`src/source/rv_isa_pkg.sv`:
```
`default_nettype none

package rv_isa_pkg;

  // ------------------------------
  // Instruction word fields
  // ------------------------------

  // Raw 32-bit instruction
  typedef logic [31:0] instr_t;

  // Minor operation field, bits 14:12
  typedef logic [2:0] funct3_t;

  // Register index for rd, rs1 and rs2
  typedef logic [4:0] reg_idx_t;

  // Major opcodes of the supported subset
  typedef enum logic [6:0] {
    OPC_LUI    = 7'b0110111,
    OPC_AUIPC  = 7'b0010111,
    OPC_JAL    = 7'b1101111,
    OPC_JALR   = 7'b1100111,
    OPC_BRANCH = 7'b1100011,
    OPC_LOAD   = 7'b0000011,
    OPC_STORE  = 7'b0100011,
    OPC_OP_IMM = 7'b0010011,
    OPC_OP     = 7'b0110011,
    OPC_SYSTEM = 7'b1110011
  } opcode_t;

  // ------------------------------
  // Branch funct3 codes
  // ------------------------------
  localparam funct3_t F3_BEQ  = 3'b000;
  localparam funct3_t F3_BNE  = 3'b001;
  localparam funct3_t F3_BLT  = 3'b100;
  localparam funct3_t F3_BGE  = 3'b101;
  localparam funct3_t F3_BLTU = 3'b110;
  localparam funct3_t F3_BGEU = 3'b111;

  // ------------------------------
  // ALU funct3 codes
  // ------------------------------
  localparam funct3_t F3_ADD  = 3'b000;
  localparam funct3_t F3_SLL  = 3'b001;
  localparam funct3_t F3_SLT  = 3'b010;
  localparam funct3_t F3_SLTU = 3'b011;
  localparam funct3_t F3_XOR  = 3'b100;
  // SRL and SRA share a code, bit 30 picks arithmetic
  localparam funct3_t F3_SR   = 3'b101;
  localparam funct3_t F3_OR   = 3'b110;
  localparam funct3_t F3_AND  = 3'b111;

  // Word width code for LW and SW
  localparam funct3_t F3_WORD = 3'b010;

  // Whole-word encodings
  localparam instr_t I_EBREAK = 32'h0010_0073;
  // addi x0, x0, 0
  localparam instr_t I_NOP    = 32'h0000_0013;

endpackage

`default_nettype wire

```
`src/source/rv_core_pkg.sv`:
```
`default_nettype none

package rv_core_pkg;

  // ------------------------------
  // Datapath types
  // ------------------------------

  // Data and address word
  typedef logic [31:0] word_t;

  // ALU operations
  typedef enum logic [3:0] {
    ALU_ADD,
    ALU_SUB,
    ALU_AND,
    ALU_OR,
    ALU_XOR,
    ALU_SLL,
    ALU_SRL,
    ALU_SRA,
    ALU_SLT,
    ALU_SLTU,
    // Immediate straight through, used by LUI
    ALU_PASS_B
  } alu_op_t;

  // ALU A operand source
  typedef enum logic [1:0] {
    A_REG,
    A_ZERO,
    A_PC
  } a_src_t;

  // Write-back source
  typedef enum logic [1:0] {
    RES_ALU,
    RES_MEM,
    RES_PC4
  } res_src_t;

  // ------------------------------
  // Decoded control, one instruction
  // ------------------------------
  typedef struct packed {
    logic                 reg_write;
    logic                 mem_read;
    logic                 mem_write;
    a_src_t               a_src;
    // B operand is imm instead of rs2
    logic                 b_imm;
    alu_op_t              alu_op;
    res_src_t             res_src;
    logic                 is_branch;
    logic                 is_jump;
    logic                 is_jalr;
    rv_isa_pkg::funct3_t  funct3;
    rv_isa_pkg::reg_idx_t rd;
    rv_isa_pkg::reg_idx_t rs1;
    rv_isa_pkg::reg_idx_t rs2;
    word_t                imm;
  } ctrl_t;

endpackage

`default_nettype wire

```
`src/source/rv_fetch.sv`:
```
`default_nettype none

module rv_fetch #(
  parameter rv_core_pkg::word_t RESET_PC = 32'h0000_0000
) (
  input  logic               clk,
  input  logic               rst,
  input  logic               redirect,
  input  rv_core_pkg::word_t target,
  output rv_core_pkg::word_t pc
);

  import rv_core_pkg::*;

  // Sequential address and chosen next PC
  word_t pc_seq;
  word_t pc_next;

  // ------------------------------
  // Next PC selection
  // ------------------------------

  assign pc_seq = pc + 32'd4;

  // Taken branch or jump wins over fall-through
  always_comb begin
    if (redirect) begin
      pc_next = target;
    end else begin
      pc_next = pc_seq;
    end
  end

  // ------------------------------
  // PC register
  // ------------------------------

  // One update per clock, no stalls in a single-cycle core
  always_ff @(posedge clk) begin
    if (rst) begin
      pc <= RESET_PC;
    end else begin
      pc <= pc_next;
    end
  end

endmodule

`default_nettype wire

```
`src/source/rv_decode.sv`:
```
`default_nettype none

module rv_decode (
  input  rv_isa_pkg::instr_t  instr,
  output rv_core_pkg::ctrl_t  ctrl
);

  import rv_isa_pkg::*;
  import rv_core_pkg::*;

  opcode_t opcode;
  word_t   imm_i;
  word_t   imm_s;
  word_t   imm_b;
  word_t   imm_u;
  word_t   imm_j;

  // ALU op from funct3, sub and sra pick the alternate forms
  function automatic alu_op_t alu_sel(input funct3_t f3, input logic sub, input logic sra);
    case (f3)
      F3_ADD:  alu_sel = sub ? ALU_SUB : ALU_ADD;
      F3_SLL:  alu_sel = ALU_SLL;
      F3_SLT:  alu_sel = ALU_SLT;
      F3_SLTU: alu_sel = ALU_SLTU;
      F3_XOR:  alu_sel = ALU_XOR;
      F3_SR:   alu_sel = sra ? ALU_SRA : ALU_SRL;
      F3_OR:   alu_sel = ALU_OR;
      default: alu_sel = ALU_AND;
    endcase
  endfunction

  assign opcode = opcode_t'(instr[6:0]);

  // ------------------------------
  // Immediate formats
  // ------------------------------
  assign imm_i = {{20{instr[31]}}, instr[31:20]};
  assign imm_s = {{20{instr[31]}}, instr[31:25], instr[11:7]};
  assign imm_b = {{19{instr[31]}}, instr[31], instr[7], instr[30:25], instr[11:8], 1'b0};
  assign imm_u = {instr[31:12], 12'b0};
  assign imm_j = {{11{instr[31]}}, instr[31], instr[19:12], instr[20], instr[30:21], 1'b0};

  // ------------------------------
  // Control decode
  // ------------------------------
  always_comb begin
    // Default is a no-op with no side effects
    ctrl        = '0;
    ctrl.funct3 = instr[14:12];
    ctrl.rd     = instr[11:7];
    ctrl.rs1    = instr[19:15];
    ctrl.rs2    = instr[24:20];

    case (opcode)
      OPC_LUI: begin
        ctrl.reg_write = 1'b1;
        ctrl.b_imm     = 1'b1;
        ctrl.alu_op    = ALU_PASS_B;
        ctrl.imm       = imm_u;
      end
      OPC_AUIPC: begin
        ctrl.reg_write = 1'b1;
        ctrl.a_src     = A_PC;
        ctrl.b_imm     = 1'b1;
        ctrl.imm       = imm_u;
      end
      OPC_JAL: begin
        // Link is PC+4, target from the PC-relative adder
        ctrl.reg_write = 1'b1;
        ctrl.res_src   = RES_PC4;
        ctrl.is_jump   = 1'b1;
        ctrl.imm       = imm_j;
      end
      OPC_JALR: begin
        // ALU forms rs1 + imm for the target
        ctrl.reg_write = 1'b1;
        ctrl.res_src   = RES_PC4;
        ctrl.is_jump   = 1'b1;
        ctrl.is_jalr   = 1'b1;
        ctrl.b_imm     = 1'b1;
        ctrl.imm       = imm_i;
      end
      OPC_BRANCH: begin
        ctrl.is_branch = 1'b1;
        ctrl.imm       = imm_b;
      end
      OPC_LOAD: begin
        // Word loads only
        if (instr[14:12] == F3_WORD) begin
          ctrl.reg_write = 1'b1;
          ctrl.mem_read  = 1'b1;
          ctrl.res_src   = RES_MEM;
          ctrl.b_imm     = 1'b1;
          ctrl.imm       = imm_i;
        end
      end
      OPC_STORE: begin
        if (instr[14:12] == F3_WORD) begin
          ctrl.mem_write = 1'b1;
          ctrl.b_imm     = 1'b1;
          ctrl.imm       = imm_s;
        end
      end
      OPC_OP_IMM: begin
        // No SUB form, bit 30 only selects SRAI
        ctrl.reg_write = 1'b1;
        ctrl.b_imm     = 1'b1;
        ctrl.alu_op    = alu_sel(instr[14:12], 1'b0, instr[30]);
        ctrl.imm       = imm_i;
      end
      OPC_OP: begin
        ctrl.reg_write = 1'b1;
        ctrl.alu_op    = alu_sel(instr[14:12], instr[30], instr[30]);
      end
      // SYSTEM and anything unknown stay a no-op
      default: begin
        ctrl.reg_write = 1'b0;
      end
    endcase
  end

endmodule

`default_nettype wire

```
`src/source/rv_regfile.sv`:
```
`default_nettype none

module rv_regfile (
  input  logic                 clk,
  input  logic                 rst,
  input  rv_isa_pkg::reg_idx_t rs1,
  input  rv_isa_pkg::reg_idx_t rs2,
  input  rv_isa_pkg::reg_idx_t rd,
  input  logic                 rd_en,
  input  rv_core_pkg::word_t   rd_data,
  output rv_core_pkg::word_t   rs1_data,
  output rv_core_pkg::word_t   rs2_data
);

  import rv_core_pkg::*;

  // x1 to x31, x0 has no storage
  word_t regs [1:31];

  // Write port, x0 writes dropped
  always_ff @(posedge clk) begin
    if (rst) begin
      for (int i = 1; i < 32; i++) begin
        regs[i] <= '0;
      end
    end else if (rd_en && (rd != 5'd0)) begin
      regs[rd] <= rd_data;
    end
  end

  // Combinational read ports
  assign rs1_data = (rs1 == 5'd0) ? '0 : regs[rs1];
  assign rs2_data = (rs2 == 5'd0) ? '0 : regs[rs2];

endmodule

`default_nettype wire

```
`src/source/rv_execute.sv`:
```
`default_nettype none

module rv_execute (
  input  rv_core_pkg::ctrl_t ctrl,
  input  rv_core_pkg::word_t pc,
  input  rv_core_pkg::word_t rs1_data,
  input  rv_core_pkg::word_t rs2_data,
  output rv_core_pkg::word_t alu_result,
  output rv_core_pkg::word_t store_data,
  output logic               redirect,
  output rv_core_pkg::word_t target
);

  import rv_isa_pkg::*;
  import rv_core_pkg::*;

  word_t alu_a;
  word_t alu_b;
  word_t pc_rel;
  logic  taken;

  // ------------------------------
  // Operand selection
  // ------------------------------
  always_comb begin
    case (ctrl.a_src)
      A_ZERO:  alu_a = '0;
      A_PC:    alu_a = pc;
      default: alu_a = rs1_data;
    endcase
  end

  assign alu_b = ctrl.b_imm ? ctrl.imm : rs2_data;

  // ------------------------------
  // ALU
  // ------------------------------
  always_comb begin
    case (ctrl.alu_op)
      ALU_ADD:    alu_result = alu_a + alu_b;
      ALU_SUB:    alu_result = alu_a - alu_b;
      ALU_AND:    alu_result = alu_a & alu_b;
      ALU_OR:     alu_result = alu_a | alu_b;
      ALU_XOR:    alu_result = alu_a ^ alu_b;
      // Shift amount is the low five bits
      ALU_SLL:    alu_result = alu_a << alu_b[4:0];
      ALU_SRL:    alu_result = alu_a >> alu_b[4:0];
      ALU_SRA:    alu_result = word_t'($signed(alu_a) >>> alu_b[4:0]);
      ALU_SLT:    alu_result = {31'b0, $signed(alu_a) < $signed(alu_b)};
      ALU_SLTU:   alu_result = {31'b0, alu_a < alu_b};
      ALU_PASS_B: alu_result = alu_b;
      default:    alu_result = '0;
    endcase
  end

  // Store data is rs2 unchanged, word stores only
  assign store_data = rs2_data;

  // ------------------------------
  // Branch compare
  // ------------------------------
  // Always on the raw register values
  always_comb begin
    case (ctrl.funct3)
      F3_BEQ:  taken = (rs1_data == rs2_data);
      F3_BNE:  taken = (rs1_data != rs2_data);
      F3_BLT:  taken = ($signed(rs1_data) < $signed(rs2_data));
      F3_BGE:  taken = ($signed(rs1_data) >= $signed(rs2_data));
      F3_BLTU: taken = (rs1_data < rs2_data);
      F3_BGEU: taken = (rs1_data >= rs2_data);
      default: taken = 1'b0;
    endcase
  end

  // ------------------------------
  // Jump and branch target
  // ------------------------------
  assign pc_rel = pc + ctrl.imm;

  // JALR clears bit 0 of rs1 + imm
  assign target = ctrl.is_jalr ? {alu_result[31:1], 1'b0} : pc_rel;

  assign redirect = ctrl.is_jump || (ctrl.is_branch && taken);

endmodule

`default_nettype wire

```
`src/source/rv_mem_wb.sv`:
```
`default_nettype none

module rv_mem_wb (
  input  logic               rst,
  input  rv_core_pkg::ctrl_t ctrl,
  input  rv_core_pkg::word_t pc,
  input  rv_core_pkg::word_t alu_result,
  input  rv_core_pkg::word_t store_data,
  input  rv_core_pkg::word_t dmem_rdata,
  output logic               dmem_ren,
  output rv_core_pkg::word_t dmem_raddr,
  output logic               dmem_we,
  output rv_core_pkg::word_t dmem_waddr,
  output rv_core_pkg::word_t dmem_wdata,
  output rv_core_pkg::word_t wb_data
);

  import rv_core_pkg::*;

  // ------------------------------
  // Data memory port
  // ------------------------------
  // Address from the ALU sum, enables held low in reset
  assign dmem_ren   = ctrl.mem_read && !rst;
  assign dmem_raddr = alu_result;

  assign dmem_we    = ctrl.mem_write && !rst;
  assign dmem_waddr = alu_result;
  assign dmem_wdata = store_data;

  // ------------------------------
  // Write-back select
  // ------------------------------
  always_comb begin
    case (ctrl.res_src)
      RES_MEM: wb_data = dmem_rdata;
      // Link value for JAL and JALR
      RES_PC4: wb_data = pc + 32'd4;
      default: wb_data = alu_result;
    endcase
  end

endmodule

`default_nettype wire

```
`src/source/rv_core.sv`:
```
`default_nettype none

module rv_core #(
  parameter rv_core_pkg::word_t RESET_PC = 32'h0000_0000
) (
  input  logic               clk,
  input  logic               rst,

  // Instruction memory, combinational read
  output rv_core_pkg::word_t imem_raddr,
  input  rv_isa_pkg::instr_t imem_rdata,

  // Data memory read
  output logic               dmem_ren,
  output rv_core_pkg::word_t dmem_raddr,
  input  rv_core_pkg::word_t dmem_rdata,

  // Data memory write, taken at the clock edge
  output logic               dmem_we,
  output rv_core_pkg::word_t dmem_waddr,
  output rv_core_pkg::word_t dmem_wdata,

  output logic               ebreak
);

  import rv_isa_pkg::*;
  import rv_core_pkg::*;

  word_t pc;
  ctrl_t ctrl;
  word_t rs1_data;
  word_t rs2_data;
  word_t alu_result;
  word_t store_data;
  logic  redirect;
  word_t target;
  word_t wb_data;

  // ------------------------------
  // Fetch
  // ------------------------------
  rv_fetch #(
    .RESET_PC(RESET_PC)
  ) fetch (
    .clk     (clk),
    .rst     (rst),
    .redirect(redirect),
    .target  (target),
    .pc      (pc)
  );

  assign imem_raddr = pc;

  // ------------------------------
  // Decode and register read
  // ------------------------------
  rv_decode decode (
    .instr(imem_rdata),
    .ctrl (ctrl)
  );

  // Write-back lands at the end of the same cycle
  rv_regfile regfile (
    .clk     (clk),
    .rst     (rst),
    .rs1     (ctrl.rs1),
    .rs2     (ctrl.rs2),
    .rd      (ctrl.rd),
    .rd_en   (ctrl.reg_write),
    .rd_data (wb_data),
    .rs1_data(rs1_data),
    .rs2_data(rs2_data)
  );

  // ------------------------------
  // Execute, memory, write-back
  // ------------------------------
  rv_execute execute (
    .ctrl      (ctrl),
    .pc        (pc),
    .rs1_data  (rs1_data),
    .rs2_data  (rs2_data),
    .alu_result(alu_result),
    .store_data(store_data),
    .redirect  (redirect),
    .target    (target)
  );

  rv_mem_wb mem_wb (
    .rst       (rst),
    .ctrl      (ctrl),
    .pc        (pc),
    .alu_result(alu_result),
    .store_data(store_data),
    .dmem_rdata(dmem_rdata),
    .dmem_ren  (dmem_ren),
    .dmem_raddr(dmem_raddr),
    .dmem_we   (dmem_we),
    .dmem_waddr(dmem_waddr),
    .dmem_wdata(dmem_wdata),
    .wb_data   (wb_data)
  );

  // Halt flag straight off the fetched word
  assign ebreak = !rst && (imem_rdata == I_EBREAK);

endmodule

`default_nettype wire

```
`config.mk`:
```
export PLATFORM = sky130hd
export DESIGN_NAME = rv_core
export DESIGN_NICKNAME = d
export VERILOG_FILES = /design/src/source/rv_isa_pkg.sv /design/src/source/rv_core_pkg.sv /design/src/source/rv_fetch.sv /design/src/source/rv_decode.sv /design/src/source/rv_regfile.sv /design/src/source/rv_execute.sv /design/src/source/rv_mem_wb.sv /design/src/source/rv_core.sv
export SDC_FILE = /design/constraint.sdc
export NUM_CORES = 2
export LEC_CHECK = 0
export BUFFER_PORTS_ARGS = -buffer_cell sky130_fd_sc_hd__buf_4
export CORE_ASPECT_RATIO = 1.5
export CORE_MARGIN = 5
export CORE_UTILIZATION = 58
export DETAILED_ROUTE_END_ITERATION = 6
export GPL_TIMING_DRIVEN = 0
export PLACE_DENSITY = 0.9
export SLEW_MARGIN = 20
export SYNTH_ARGS = -nofsm -noshare
export SYNTH_HDL_FRONTEND = slang
export SYNTH_SLANG_ARGS = --single-unit
```
`constraint.sdc`:
```
create_clock -name clk -period 6.93 [get_ports clk]
set_input_delay 0.3465 -clock clk [delete_from_list [all_inputs] [get_ports clk]]
set_output_delay 0.3465 -clock clk [all_outputs]
set_load 0.02 [all_outputs]
```
==> qor.yml, run 1 <==
run_status:
  outcome: "did not finish"
  haltStage: "global routing"
  firstError: "[ERROR GRT-0116] Global routing finished with congestion. Check the congestion regions in the DRC Viewer."
clock_network:
  cts_max_path_buffers: 3
  clockRootBuffer: "clkbuf_16"
  holdBufCountCts: 0
  cts.sinks: 1056
  cts_made_buffers: 86
  htree_num_levels: 3
place:
  numPortBuffers: 185
  dp_cells: 8095
  place_congestion: 1.20
  hpwl_um: 294000
  placed_cell_area_sq_um: 74800
die:
  die_x_um: 292
  ios: 197
  initial_utilization_pct: 58.3
  die_y_um: 433
  row_count: 155
synthesis:
  ys_warn_count: 0
  synth_top_area_share_pct: 44.4
  synth.most_common_cell: "nor2_1"
  synthArstFlopShare_pct: 0
  syn_area_per_cell_sq_um: 11.1
  synthCells: 6219
  synth_enable_flop_cells: 1024
  synth_top_cell_by_area: "edfxtp_1"
  ys_seq_elements: 1056
  netlist_top_cells_count: "nor2_1 (1,201), edfxtp_1 (1,024), mux4_2 (430)"
  synthFlopType: "edfxtp_1"
  ys_seq_area_share_pct: 45.3
  ys_top_cells_by_area: "edfxtp_1 (44%), mux4_2 (14%), nor2_1 (6.5%)"
  syn_area_sq_um: 69300
  yosysUniqueCellTypes: 111
global_route:
  grt_util_all_layers_pct: 71.4
  grt_pass1_vias: 74940
  grt_first_pass_wirelength_um: 634000
  grt_max_degree: 32
  grt_overflow: 297
[per-stage QoR]
| step | setup slack [ns] | setup TNS (ns) | util [%] |
|---|---|---|---|
| floorplan | 0.0140 | 0 | - |
| global placement | -5.55 | -4206.22 | 61.3 |
| detailed placement | -4.56 | -3536.25 | 62.9 |
| CTS | 0.000183 | 0 | 67.9 |
[timing repair]
item,4_1_cts
pin swaps,67
setup endpoints to repair,1088
endpoints found under the hold margin,0
setup buffers,114
gates cloned,2
gates resized for setup,517
[routing by layer]
layer	GRT overflow	global-route usage [%]
met1	2	68.4
met2	161	89.9
met3	8	54.1
met4	125	76.3
met5	1	24.2
[logic make-up after synthesis]
group | synth area share (%)
AOI/OAI and AO/OA | 13.5
xor gates and xnor gates | 0.746
adders and majority gates | 3.14
buffers and inverters | 5.24
DFF | 45.3
muxes | 18.8
other | 0.00541
and+or+nand+nor | 13.2
==> run 2: changes to the inputs <==
--- a/config.mk
+++ b/config.mk
@@ -6,12 +6,11 @@
 export NUM_CORES = 2
 export LEC_CHECK = 0
 export BUFFER_PORTS_ARGS = -buffer_cell sky130_fd_sc_hd__buf_4
-export CORE_ASPECT_RATIO = 1.5
 export CORE_MARGIN = 5
-export CORE_UTILIZATION = 58
+export CORE_UTILIZATION = 40
 export DETAILED_ROUTE_END_ITERATION = 6
 export GPL_TIMING_DRIVEN = 0
-export PLACE_DENSITY = 0.9
+export PLACE_DENSITY_LB_ADDON = 0.15
 export SLEW_MARGIN = 20
 export SYNTH_ARGS = -nofsm -noshare
 export SYNTH_HDL_FRONTEND = slang
==> constraint.sdc (replaced) <==
create_clock -name clk -period 9.01 [get_ports clk]
set_input_delay 0.4505 -clock clk [delete_from_list [all_inputs] [get_ports clk]]
set_output_delay 0.4505 -clock clk [all_outputs]
set_load 0.02 [all_outputs]
==> run 2 against run 1 <==
The flow now finishes, with violations (negative setup slack). Synthesized cell count is the same. Synthesized area stayed put.
==> qor.yml, run 2 <==
timing:
  final_hold_viol_count: 0
  setup_ws_ns: -0.396
  setup_viol: 110
  rsz0062_at_grt: "false"
  fin_crit_ns: 9.41
  max_freq_mhz: 106
  drv_slew: 0
  slew_headroom_pct: 6.53
  worst_pin_slew_ns: 1.40
  fin_crit_sh_pct: 104
  fin_tns_setup_ns: -16.92
  fin_skew_ns: 0.0621
routing:
  wirelength_um: 447000
  drtIter0Drc: 11671
  vias: 66129
  drtAntennaViolNets: 0
  drcViolationCount: 0
  viasPerCell: 7.26
  dr.pass1.iters: 7
  routedWlPerCell_um: 49.0
finish:
  top_regs: "regfile.regs (1024), fetch.pc (32)"
  post_route_cells_drive_above_1_share_pct: 23.5
  largest_reg_flops: 1024
  mostFrequentLayoutCells: "nor2_1 (1,189), edfxtp_1 (1,024), mux4_2 (430)"
  area_growth_pct: 16.6
  fill_cells: 16053
  nNetsFinal: 6920
  top_register: "regfile.regs"
  final_common_cell: "nor2_1"
clock_network:
  clockRootBuffer: "clkbuf_16"
  htree_num_levels: 3  # unchanged
  clk_latency_ns: 0.82
  cts.sinks: 1056  # unchanged
  cts_max_path_buffers: 3  # unchanged
  clkSlewWorstSetupHoldPaths_ns: 0.07
  holdBufCountCts: 0  # unchanged
  cts_tree: "built"
  cts_made_buffers: 109  # +27%
run_status:
  outcome: "finished, violations left"
  violations: "negative setup slack"
synthesis:
  ys_seq_elements: 1056  # unchanged
  syn_area_sq_um: 69300  # unchanged
  synthFlopType: "edfxtp_1"
  ys_top_cells_by_area: "edfxtp_1 (44%), mux4_2 (14%), nor2_1 (6.5%)"
  yosysUniqueCellTypes: 111  # unchanged
  netlist_top_cells_count: "nor2_1 (1,201), edfxtp_1 (1,024), mux4_2 (430)"
  ys_seq_area_share_pct: 45.3  # unchanged
  synth.most_common_cell: "nor2_1"
  ys_warn_count: 0  # unchanged
  synth_top_cell_by_area: "edfxtp_1"
  synth_top_area_share_pct: 44.4  # unchanged
  synthCells: 6219  # unchanged
  synth_enable_flop_cells: 1024  # unchanged
  synthArstFlopShare_pct: 0  # unchanged
  syn_area_per_cell_sq_um: 11.1  # unchanged
critical_path:
  critPathMaxStageDelay_ns: 0.75
  critPathMaxFanout: 10
  r2r_start: "regfile.regs[11][3]"
  worst_setup_path_start_kind: "input pin"
  critical-path-top-delay-family: "buffers and inverters"
  worstPathRequired_ns: 8.56
  arrival_ns: 8.96
  crit_path_top_delay_cell: "buf_2"
  worstPathCellList: "buf_4, clkbuf_1, buf_2, clkbuf_2, buf_2, mux4_2, a22o_1, inv_1, a21boi_0, ha_2, nand2b_1, a21oi_1, nor4_1, o21ai_1, nand2_1, a41oi_1, o21bai_1, o221ai_1, a221oi_4, o211ai_1, buf_4, buf_4, buf_4"
  path_class: "in2out"
  cp.buffers_inverters: 9
  reg2reg_depth: 22
  cpMostUsedCell: "buf_4"
  endpoint_kind: "output port"
  rr_endpoint: "regfile.regs[12][8]"
  rrSetupSlack_ns: 0.10
die:
  die_y_um: 426  # -1.6%
  die_x_um: 426  # +46%
  initial_utilization_pct: 40.3  # -18 points
  ios: 197  # unchanged
  row_count: 152  # -1.9%
  die_area_sq_um: 182000
  core-area_sq_um: 172000
pwr:
  total_power_mw: 17.0
  p_per_area_nw_per_um2: 211
  leakagePower_nw: 31.6
  ir_drop_mv: 0.172
place:
  numPortBuffers: 185  # unchanged
  hpwl_um: 332000  # +13%
  place_congestion: 1.07  # -11%
global_route:
  grt_overflow: 0
  grt_max_degree: 30
  grt_util_all_layers_pct: 47.7
  antenna_found_initial: 35
  grt_first_pass_wirelength_um: 576000
  grt_pass1_vias: 61510
job:
  cap_violations: 0
worst_hold_path:
  holdCritStartpoint: "dmem_rdata[5]"
  hold_path_depth: 5
  hp-class: "in2reg"
  min_to: "regfile.regs[5][5]"
==> run 2: cell counts after synthesis <==
No cell type changed its count.
==> run 2: final cells by class <==
type	instances	area (sq um)	share of cell area, %
Sequential cell	1056	31400	38.8
Antenna cell	26	65.1	0.0805
Inverter	186	699	0.865
Buffer	596	3240	4.01
Multi-Input combinational cell	4400	35500	43.9
Clock inverter	68	719	0.890
Clock buffer	135	2830	3.50
Timing Repair Buffer	333	3530	4.37
Tap cell	2310	2890	3.58
==> run 2: worst register-to-register path: cells and delay by family (launching register included) <==
family | cells | cell delay (ns)
AND/OR/NAND/NOR | 3 | 0.90
adder cells (fa/ha/maj) | 1 | 0.40
buffers and inverters | 5 | 1.96
AO/OA/AOI/OAI | 11 | 4.17
multiplexers | 2 | 0.71
flip-flops | 1 | 0.42
==> run 2: logic make-up (layout without fill, tap and decap cells) <==
kind of cell               after synthesis  after routing  synth area share [%]
muxes                                  761            761                  18.8
buffers and inverters                  794           1318                  5.24
and+or+nand+nor                       2070           2070                  13.2
DFF                                   1056           1056                  45.3
adders and majority gates              172            172                  3.14
xor gates and xnor gates                59             59                 0.746
other                                    1             58               0.00541
AOI/OAI and AO/OA                     1306           1306                  13.5
==> run 2: report_power, final <==
group	internal, mW	switching [mW]
clock network	2.53	2.17
registers	5.59	0.118
logic	1.89	4.75
total	10.0	7.03
==> run 2: how the worst max path moves through the flow <==
stage              startpoint              endpoint  slack [ns]  depth (start not counted)
6_report       imem_rdata[22]        dmem_waddr[19]       -0.40                         23
5_1_grt        imem_rdata[22]        dmem_waddr[19]       0.008                         23
4_1_cts        imem_rdata[21]        dmem_waddr[31]       0.001                         28
3_5_place_dp   imem_rdata[21]   regfile.regs[4][19]       -3.96                         28
3_3_place_gp   imem_rdata[21]  regfile.regs[16][24]       -6.68                         27
2_1_floorplan  imem_rdata[20]   regfile.regs[4][31]        1.27                         27
==> run 2: stage by stage <==
step | hold WS, ns | worst slack [ns] | cells | utilization, % | cell area [sq um]
after floorplan | 0.629 | 1.27 | 6250 | - | 69400
after global placement | 0.730 | -6.68 | 8745 | 42.9 | 73700
after detailed placement | 0.729 | -3.96 | 8865 | 44.4 | 76400
after CTS | 0.272 | 0.00139 | 9073 | 46.8 | 80500
after global routing | 0.328 | 0.00844 | 9092 | 47.0 | 80800
final | 0.313 | -0.396 | 9110 | 47.0 | 80800
==> run 2: metal layers <==
layer  vias to the layer above  share of wire [%]  global-route usage, %  routed length (um)
met4                        16                 13                   47.2               57300
met1                     33048                 31                   52.2              141000
met3                      2048                 14                   17.8               61200
met2                      6462                 42                   70.2              188000
met5                         -              0.024                      0                 106
li1                      24555                  -                      -                   -
==> run 2: repair_timing <==
item / 4_1_cts / 5_1_grt
resized for setup: 136 / 37
pin swaps: 10 / 4
endpoints found under the setup margin: 954 / 406
buffers inserted: 15 / 8
Note: power is estimated with default switching activity, not from simulation.
